===== src/design/window_pkg.sv =====
package window_pkg;

	//////////////////////////////////////////////////
	// memory layout

	localparam int NBANK = 4;          // row r lives in bank r % NBANK
	localparam int PIX_PER_WORD = 16;

	typedef logic [7:0] pixel_t;
	typedef logic [PIX_PER_WORD*8-1:0] bank_word_t;  // pixel k at bits 8k+7:8k
	typedef logic [8:0] bank_addr_t;
	typedef logic [NBANK-1:0] bank_sel_t;
	typedef logic [1:0] bank_idx_t;
	typedef logic [3:0] byte_idx_t;
	typedef logic [7:0] coord_t;

	//////////////////////////////////////////////////
	// pipeline payloads

	typedef enum logic [1:0] {
		ST_IDLE,
		ST_FIRST_ROW,
		ST_MID_ROW,
		ST_LAST_ROW
	} scan_state_t;

	typedef struct packed {
		coord_t      row;
		coord_t      col;
		scan_state_t state;
		logic        row_start;
		logic        frame_end;
	} scan_step_t;

	typedef struct packed {
		bank_idx_t bank_top;
		bank_idx_t bank_mid;
		bank_idx_t bank_bot;
		byte_idx_t byte_idx;
		logic      pad_top;
		logic      pad_bot;
		logic      pad_right;
		logic      row_start;
		logic      frame_end;
	} tap_t;

	typedef struct packed {
		bank_sel_t                    cs;
		bank_addr_t [NBANK-1:0]       addr;
	} bank_req_t;

	typedef bank_word_t [NBANK-1:0] bank_rsp_t;

	typedef struct packed {
		pixel_t top;
		pixel_t mid;
		pixel_t bot;
		logic   valid;
		logic   row_start;
		logic   frame_end;
	} column_t;

	typedef pixel_t [8:0] window_t;    // row major, 0 is top left

endpackage


===== src/design/frame_scanner.sv =====
`timescale 1ns/1ps

module frame_scanner #(
	parameter int ROWS = 8,
	parameter int COLS = 32
) (
	input  logic                   clk,
	input  logic                   rstn,
	input  logic                   start,
	output logic                   busy,
	output window_pkg::scan_step_t step,
	output logic                   step_valid
);

	window_pkg::scan_state_t state;
	window_pkg::scan_state_t state_next;
	window_pkg::coord_t      row;
	window_pkg::coord_t      col;
	logic                    pad_step;
	logic                    last_row;
	logic                    next_last;

	assign pad_step = (col == window_pkg::coord_t'(COLS));  // one past the last pixel
	assign last_row = (row == window_pkg::coord_t'(ROWS - 1));
	assign next_last = (row == window_pkg::coord_t'(ROWS - 2));
	assign busy = (state != window_pkg::ST_IDLE);

	//////////////////////////////////////////////////
	// scan FSM

	always_comb begin
		state_next = state;
		case (state)
			window_pkg::ST_IDLE: begin
				if (start) state_next = window_pkg::ST_FIRST_ROW;
			end
			window_pkg::ST_FIRST_ROW: begin
				if (pad_step && last_row) state_next = window_pkg::ST_IDLE;  // single row map
				else if (pad_step && next_last) state_next = window_pkg::ST_LAST_ROW;
				else if (pad_step) state_next = window_pkg::ST_MID_ROW;
			end
			window_pkg::ST_MID_ROW: begin
				if (pad_step && next_last) state_next = window_pkg::ST_LAST_ROW;
			end
			window_pkg::ST_LAST_ROW: begin
				if (pad_step) state_next = window_pkg::ST_IDLE;
			end
			default: state_next = window_pkg::ST_IDLE;
		endcase
	end

	always_ff @(posedge clk or negedge rstn) begin
		if (!rstn) begin
			state <= window_pkg::ST_IDLE;
			row <= '0;
			col <= '0;
			step_valid <= 1'b0;
		end else begin
			state <= state_next;
			step_valid <= (state_next != window_pkg::ST_IDLE);
			if (!busy || pad_step) col <= '0;
			else col <= col + 1'b1;
			if (!busy || (pad_step && last_row)) row <= '0;
			else if (pad_step) row <= row + 1'b1;
		end
	end

	always_comb begin
		step.row = row;
		step.col = col;
		step.state = state;
		step.row_start = (col == '0);
		step.frame_end = pad_step && last_row;
	end

	a_no_step_in_idle: assert property (@(posedge clk) disable iff (!rstn)
		state == window_pkg::ST_IDLE |-> !step_valid);

endmodule


===== src/design/bank_addresser.sv =====
`timescale 1ns/1ps

module bank_addresser #(
	parameter int ROWS = 8,
	parameter int COLS = 32
) (
	input  logic                   clk,
	input  logic                   rstn,
	input  window_pkg::scan_step_t step,
	input  logic                   step_valid,
	output window_pkg::bank_req_t  req,
	output window_pkg::tap_t       tap,
	output logic                   tap_valid
);

	localparam int WORDS_PER_ROW = COLS / window_pkg::PIX_PER_WORD;

	window_pkg::coord_t                                 win_row [3];  // r-1, r, r+1
	logic [2:0]                                         row_in;
	logic                                               pad_right;
	window_pkg::bank_sel_t                              cs_d;
	window_pkg::bank_sel_t                              cs_q;
	window_pkg::bank_addr_t [window_pkg::NBANK-1:0]     addr_d;
	window_pkg::bank_addr_t [window_pkg::NBANK-1:0]     addr_q;
	window_pkg::tap_t                                   tap_d;

	function automatic window_pkg::bank_idx_t bank_of(input window_pkg::coord_t r);
		return window_pkg::bank_idx_t'(r % window_pkg::NBANK);
	endfunction

	function automatic window_pkg::bank_addr_t word_addr(input window_pkg::coord_t r,
			input window_pkg::coord_t c);
		int unsigned a;
		a = (r / window_pkg::NBANK) * WORDS_PER_ROW + c / window_pkg::PIX_PER_WORD;
		return window_pkg::bank_addr_t'(a);
	endfunction

	assign pad_right = (step.col == window_pkg::coord_t'(COLS));

	always_comb begin
		win_row[0] = step.row - 1'b1;
		win_row[1] = step.row;
		win_row[2] = step.row + 1'b1;
		row_in[0] = (step.state != window_pkg::ST_FIRST_ROW);
		row_in[1] = 1'b1;
		row_in[2] = (step.row != window_pkg::coord_t'(ROWS - 1));
		cs_d = '0;
		addr_d = '0;
		for (int k = 0; k < 3; k++) begin
			if (step_valid && row_in[k] && !pad_right) begin
				cs_d[bank_of(win_row[k])] = 1'b1;
				addr_d[bank_of(win_row[k])] = word_addr(win_row[k], step.col);
			end
		end
		tap_d.bank_top = bank_of(win_row[0]);
		tap_d.bank_mid = bank_of(win_row[1]);
		tap_d.bank_bot = bank_of(win_row[2]);
		tap_d.byte_idx = window_pkg::byte_idx_t'(step.col % window_pkg::PIX_PER_WORD);
		tap_d.pad_top = !row_in[0];
		tap_d.pad_bot = !row_in[2];
		tap_d.pad_right = pad_right;
		tap_d.row_start = step.row_start;
		tap_d.frame_end = step.frame_end;
	end

	always_ff @(posedge clk or negedge rstn) begin
		if (!rstn) begin
			cs_q <= '0;
			tap_valid <= 1'b0;
		end else begin
			cs_q <= cs_d;
			tap_valid <= step_valid;
		end
	end

	always_ff @(posedge clk) begin
		addr_q <= addr_d;
		tap <= tap_d;
	end

	always_comb begin
		req.cs = cs_q;
		req.addr = addr_q;
	end

	a_cs_max_three: assert property (@(posedge clk) disable iff (!rstn)
		$countones(req.cs) <= 3);

endmodule


===== src/design/pixel_slicer.sv =====
`timescale 1ns/1ps

module pixel_slicer (
	input  logic                  clk,
	input  logic                  rstn,
	input  window_pkg::tap_t      tap,
	input  logic                  tap_valid,
	input  window_pkg::bank_rsp_t rsp,
	output window_pkg::column_t   column
);

	window_pkg::tap_t   tap_q;        // lines up with bank data
	logic               tap_valid_q;
	logic               col_valid;
	window_pkg::pixel_t top_q;
	window_pkg::pixel_t mid_q;
	window_pkg::pixel_t bot_q;
	logic               row_start_q;
	logic               frame_end_q;

	function automatic window_pkg::pixel_t pick(input window_pkg::bank_word_t w,
			input window_pkg::byte_idx_t b, input logic pad);
		window_pkg::pixel_t p;
		p = w[8*b +: 8];
		return pad ? '0 : p;
	endfunction

	//////////////////////////////////////////////////
	// one byte per window row

	always_ff @(posedge clk or negedge rstn) begin
		if (!rstn) begin
			tap_valid_q <= 1'b0;
			col_valid <= 1'b0;
		end else begin
			tap_valid_q <= tap_valid;
			col_valid <= tap_valid_q;
		end
	end

	always_ff @(posedge clk) begin
		tap_q <= tap;
		top_q <= pick(rsp[tap_q.bank_top], tap_q.byte_idx, tap_q.pad_top || tap_q.pad_right);
		mid_q <= pick(rsp[tap_q.bank_mid], tap_q.byte_idx, tap_q.pad_right);
		bot_q <= pick(rsp[tap_q.bank_bot], tap_q.byte_idx, tap_q.pad_bot || tap_q.pad_right);
		row_start_q <= tap_q.row_start;
		frame_end_q <= tap_q.frame_end;
	end

	always_comb begin
		column.top = top_q;
		column.mid = mid_q;
		column.bot = bot_q;
		column.valid = col_valid;
		column.row_start = row_start_q;
		column.frame_end = frame_end_q;
	end

endmodule


===== src/design/window_shifter.sv =====
`timescale 1ns/1ps

module window_shifter (
	input  logic                clk,
	input  logic                rstn,
	input  window_pkg::column_t column,
	output window_pkg::window_t window,
	output logic                window_valid,
	output logic                done
);

	window_pkg::pixel_t [2:0] left_q;     // index 0 is the top row
	window_pkg::pixel_t [2:0] centre_q;
	window_pkg::pixel_t [2:0] right;      // incoming column
	window_pkg::window_t      win_d;
	logic                     emit;
	logic                     frame_end_q;

	assign right = {column.bot, column.mid, column.top};
	assign emit = column.valid && !column.row_start;

	always_comb begin
		for (int k = 0; k < 3; k++) begin
			win_d[3*k] = left_q[k];
			win_d[3*k+1] = centre_q[k];
			win_d[3*k+2] = right[k];
		end
	end

	//////////////////////////////////////////////////
	// column shift

	always_ff @(posedge clk) begin
		if (column.valid) begin
			if (column.row_start) left_q <= '0;  // left pad
			else left_q <= centre_q;
			centre_q <= right;
		end
		if (emit) window <= win_d;
	end

	always_ff @(posedge clk or negedge rstn) begin
		if (!rstn) begin
			window_valid <= 1'b0;
			frame_end_q <= 1'b0;
			done <= 1'b0;
		end else begin
			window_valid <= emit;
			frame_end_q <= column.valid && column.frame_end;
			done <= frame_end_q;  // one after the last window
		end
	end

endmodule


===== src/design/conv_window_fetch.sv =====
`timescale 1ns/1ps

module conv_window_fetch #(
	parameter int ROWS = 8,
	parameter int COLS = 32
) (
	input  logic                  clk,
	input  logic                  rstn,
	input  logic                  start,
	output logic                  busy,
	output window_pkg::bank_req_t req,
	input  window_pkg::bank_rsp_t rsp,
	output window_pkg::window_t   window,
	output logic                  window_valid,
	output logic                  done
);

	window_pkg::scan_step_t step;
	logic                   step_valid;
	window_pkg::tap_t       tap;
	logic                   tap_valid;
	window_pkg::column_t    column;

	frame_scanner #(
		.ROWS (ROWS),
		.COLS (COLS)
	) u_frame_scanner (
		.clk        (clk),
		.rstn       (rstn),
		.start      (start),
		.busy       (busy),
		.step       (step),
		.step_valid (step_valid)
	);

	bank_addresser #(
		.ROWS (ROWS),
		.COLS (COLS)
	) u_bank_addresser (
		.clk        (clk),
		.rstn       (rstn),
		.step       (step),
		.step_valid (step_valid),
		.req        (req),
		.tap        (tap),
		.tap_valid  (tap_valid)
	);

	pixel_slicer u_pixel_slicer (
		.clk       (clk),
		.rstn      (rstn),
		.tap       (tap),
		.tap_valid (tap_valid),
		.rsp       (rsp),
		.column    (column)
	);

	window_shifter u_window_shifter (
		.clk          (clk),
		.rstn         (rstn),
		.column       (column),
		.window       (window),
		.window_valid (window_valid),
		.done         (done)
	);

endmodule


===== config.mk =====
export PLATFORM = sky130hd
export DESIGN_NAME = conv_window_fetch
export DESIGN_NICKNAME = d
export VERILOG_FILES = /design/src/design/window_pkg.sv /design/src/design/frame_scanner.sv /design/src/design/bank_addresser.sv /design/src/design/pixel_slicer.sv /design/src/design/window_shifter.sv /design/src/design/conv_window_fetch.sv
export SDC_FILE = /design/constraint.sdc
export NUM_CORES = 1
export LEC_CHECK = 0
export ABC_CLOCK_PERIOD_IN_PS = 6000
export BUFFER_PORTS_ARGS = -buffer_cell sky130_fd_sc_hd__clkbuf_2
export CORE_AREA = 2 2 243 245
export CTS_BUF_LIST = sky130_fd_sc_hd__clkbuf_2
export DETAILED_ROUTE_END_ITERATION = 16
export DIE_AREA = 0 0 245 247
export SETUP_SLACK_MARGIN = 0.2
export SYNTH_ARGS = -nofsm -noshare
export SYNTH_HDL_FRONTEND = slang
export SYNTH_SLANG_ARGS = --single-unit

===== constraint.sdc =====
create_clock -name clk -period 6 [get_ports clk]
set_input_delay 1.2 -clock clk [delete_from_list [all_inputs] [get_ports clk]]
set_output_delay 1.2 -clock clk [all_outputs]
set_load 0.01 [all_outputs]

==> results by group <==
Routing
  • Remaining routing DRC violations: 0
  • Vias: 17,600
  • Detail-routed via count per cell: 6.26
  • Drt wl/cell: 30.4 um
  • Drt pass-1 iters: 5
  • Final wirelength: 85.7 mm
  • Detailed Route Iter0 Violations: 1,443
  • Remaining antenna violation count after routing: 0

Clocking
  • CTS tree: done
  • Number of H-tree branching levels: 2
  • Number of buffers added by the clock tree synthesis step: 60
  • Gates resized, CTS repair: 0
  • Clock transition at the register clock pins on the worst setup and hold paths after CTS: 0.16 ns
  • Post-CTS Repair Setup Buffers: 0
  • Clk_lat worst skew: 1.04 ns
  • Library cell used as clock root buffer: clkbuf_2
  • Clock Tree Buf Depth: 3
  • Number of clock sinks: 235
  • Number of buffers added to fix hold violations after cts: 0

Synth
  • Top flip-flop cell by instance count after synthesis: edfxtp_1
  • Top cell type by total area after synthesis: mux4_2
  • Register bit total from synthesis: 235
  • Async set or reset register ratio after synthesis: 0.123
  • Number of synthesis warnings: 0
  • Top post-synthesis cells by area: mux4_2 46%, edfxtp_1 18%, dfxtp_1 8.4%
  • Post-Synthesis Mean Instance Area: 14.6 um2
  • EDFF count, synth: 120
  • Synth Cell Area: 0.0206 mm2
  • Share of the synthesized area in the top cell type: 0.455
  • Gate count of the mapped netlist: 1,412
  • Distinct cells, synth: 63
  • Sequential element share of the synthesized area: 0.294

Global routing
  • Vias in the first global route: 18,100
  • GR Util All Layers: 0.281
  • Maximum number of pins on one net before global-route repair: 77
  • Grt ovf: 0
  • First-pass GRT wire length: 124 mm
  • Initial antenna violation count: 14

Setup path
  • Worst Setup Start Kind: flop
  • Crit path arrival time: 4.30 ns
  • Family with the most delay on the worst path: multiplexers
  • Largest stage delay, worst path: 1.03 ns
  • Setup Crit Path Kind: reg2reg
  • Critical-path top delay cell: dfxtp_4
  • Critical path buffers and inverters: 1
  • Kind of end point of the critical path: flop
  • CP required: 6.81 ns
  • Worst-path maximum fanout: 63
  • Most Frequent Cell on Critical Path: mux4_2
  • Critical-path cell list: buf_12, mux4_2, mux4_2, a21oi_1, nor4_1

Outcome
  • Run status: complete, no violations

Timing
  • Actual transition at the worst max-transition pin: 1.30 ns
  • Final setup fails: 0
  • Post-Route Skew: 0.0966 ns
  • Post-route setup TNS: 0 ns
  • Final Hold Fails: 0
  • Unrepaired setup endpoints after global routing: no
  • Total count of max-transition violations in the final report: 0
  • Maximum clock frequency: 0.286 GHz
  • Hold slack: 0.253 ns
  • Fin crit share: 0.583
  • Period minus WS final: 3.50 ns
  • Max-slew headroom: 0.119

Layout
  • Layout Area Growth over Synthesis: 21.2%
  • Util after Layout: 0.428
  • Share of post-route cells with drive strength above 1: 0.602
  • Final layout net count: 2,521
  • Design Area, Final: 0.0249 mm2

Power
  • Leakage Power: 10.1 nW
  • Worst IR Drop VDD: 0.286 mV
  • Final Total Pwr: 12.0 mW
  • PwrDens: 480 mW/mm2

Floorplanning
  • Total Die Area: 0.0605 mm2
  • Area of the core region: 0.0582 mm2
  • Die X: 245 um
  • Standard-cell rows: 89
  • Die height: 247 um
  • Effective utilization at floorplan: 0.353
  • Number of top-level pins: 630

Place
  • Routability congestion estimate: 0.956
  • HPWL after detailed placement: 67.7 mm
  • Post-place instance area: 0.0243 mm2
  • # port buffers: 625

Job
  • Max-cap viol count: 0

Hold path
  • Path category of the worst min-delay check: in2async
-- cell usage after synthesis, types with 5 or more instances --
master,n
o21ai_1,14
xor2_1,9
clkbuf_1,44
nand2_1,38
dfxtp_1,86
o22ai_1,29
nand4_1,6
o221ai_1,12
edfxtp_1,120
inv_1,26
a211oi_1,17
buf_4,27
nand3_1,19
a21oi_1,37
mux2i_1,88
dfrtp_1,29
and2_1,5
a22oi_1,36
nor3_1,7
a221oi_1,8
mux2_2,25
nor2_1,47
and3_1,7
nor4_1,7
ha_1,19
a311oi_1,12
nor2b_1,36
o21ai_0,14
buf_1,16
mux4_2,416
or2_2,5
a2111oi_0,6
xnor2_1,17
buf_2,60
nand2b_1,12
-- worst paths after layout --
kind                                          start                       end  slack [ns]  cells past startpoint
min reg2reg                 u_bank_addresser.tap[6]   u_pixel_slicer.tap_q[6]        0.32                      0
max reg2reg                u_pixel_slicer.tap_q[13]   u_pixel_slicer.bot_q[7]        2.50                      5
min                                            rstn    u_frame_scanner.row[4]        0.25                      1
min in group clk            u_bank_addresser.tap[6]   u_pixel_slicer.tap_q[6]        0.32                      0
max                        u_pixel_slicer.tap_q[13]   u_pixel_slicer.bot_q[7]        2.50                      5
max in group asynchronous                      rstn  u_pixel_slicer.col_valid        5.09                      1
-- state kept, by name (all words and copies together) (netlist names), 2 cells and up --
signal and cells:
u_window_shifter.centre_q 24, u_window_shifter.window 72, u_pixel_slicer.bot_q 8, u_window_shifter.left_q 24
u_pixel_slicer.tap_q 14, u_frame_scanner.row 8, u_bank_addresser.cs_q 4, u_pixel_slicer.top_q 8
u_frame_scanner.state 2, u_pixel_slicer.mid_q 8, u_frame_scanner.col 8, u_bank_addresser.tap 14
u_bank_addresser.req 32
-- cells by family after synthesis --
group           synth area share
xor+xnor                  0.0111
mux                        0.512
flops                      0.294
fa+ha+maj                 0.0145
other cells             0.000182
buf+inv                   0.0425
simple gates              0.0535
compound gates            0.0724
-- per-stage QoR --
stage          instances  worst slack [ns]
4_1_cts             2803              2.43
2_1_floorplan       1415             0.866
5_1_grt             2815              2.28
6_report            2815              2.50
3_5_place_dp        2695              2.48
3_3_place_gp        2695              2.49
-- cell usage in the layout (no fill, tap or decap), types with 8 or more instances in the layout --
master,instances
ha_1,19
clkbuf_2,711
nor2b_1,34
a311oi_1,12
dfxtp_1,79
o22ai_1,29
xnor2_1,17
a22oi_1,36
o21ai_0,14
clkinv_1,12
diode_2,12
nand3_1,19
nand2b_1,12
mux2i_1,88
xor2_1,9
mux2_2,25
o221ai_1,12
a21oi_1,37
nor2_1,45
buf_12,8
a211oi_1,17
mux4_2,416
nand2_1,38
dfrtp_1,28
buf_4,25
edfxtp_1,120
inv_1,26
o21ai_1,14
a221oi_1,8
-- power breakdown --
group / switching [mW] / internal, mW
clock: 0.711 / 0.525
combinational: 3.85 / 3.69
sequential: 0.707 / 2.48
total: 5.27 / 6.70
-- per-layer routing --
metal | routed length [um] | track usage | up-vias | share of wire
li1 | - | - | 7291 | -
met1 | 33500 | 0.364 | 9158 | 0.39
met2 | 42800 | 0.479 | 1058 | 0.50
met3 | 7140 | 0.0550 | 126 | 0.083
met4 | 2240 | 0.0787 | 2 | 0.026
met5 | 10 | 0 | - | 0.00012
-- layout make-up --
class                           instances  area [um2]
Antenna cell                           12        30.0
Clock buffer                           86         430
Clock inverter                         22         181
Fill cell                            5452       33300
Inverter                               27         101
Multi-Input combinational cell       1002       13700
Sequential cell                       235        6080
Tap cell                              773         967
Timing Repair Buffer                  658        3480
-- worst reg2reg max path: cells and delay by family, from the launching register on --
family                 cells  cell delay [ns]
AOI/OAI and AO/OA          1             0.55
buffers and inverters      1             0.47
DFF                        1             1.03
muxes                      2             1.15
and+or+nand+nor            1             0.14
No activity file was read; power rests on OpenSTA's default activity.
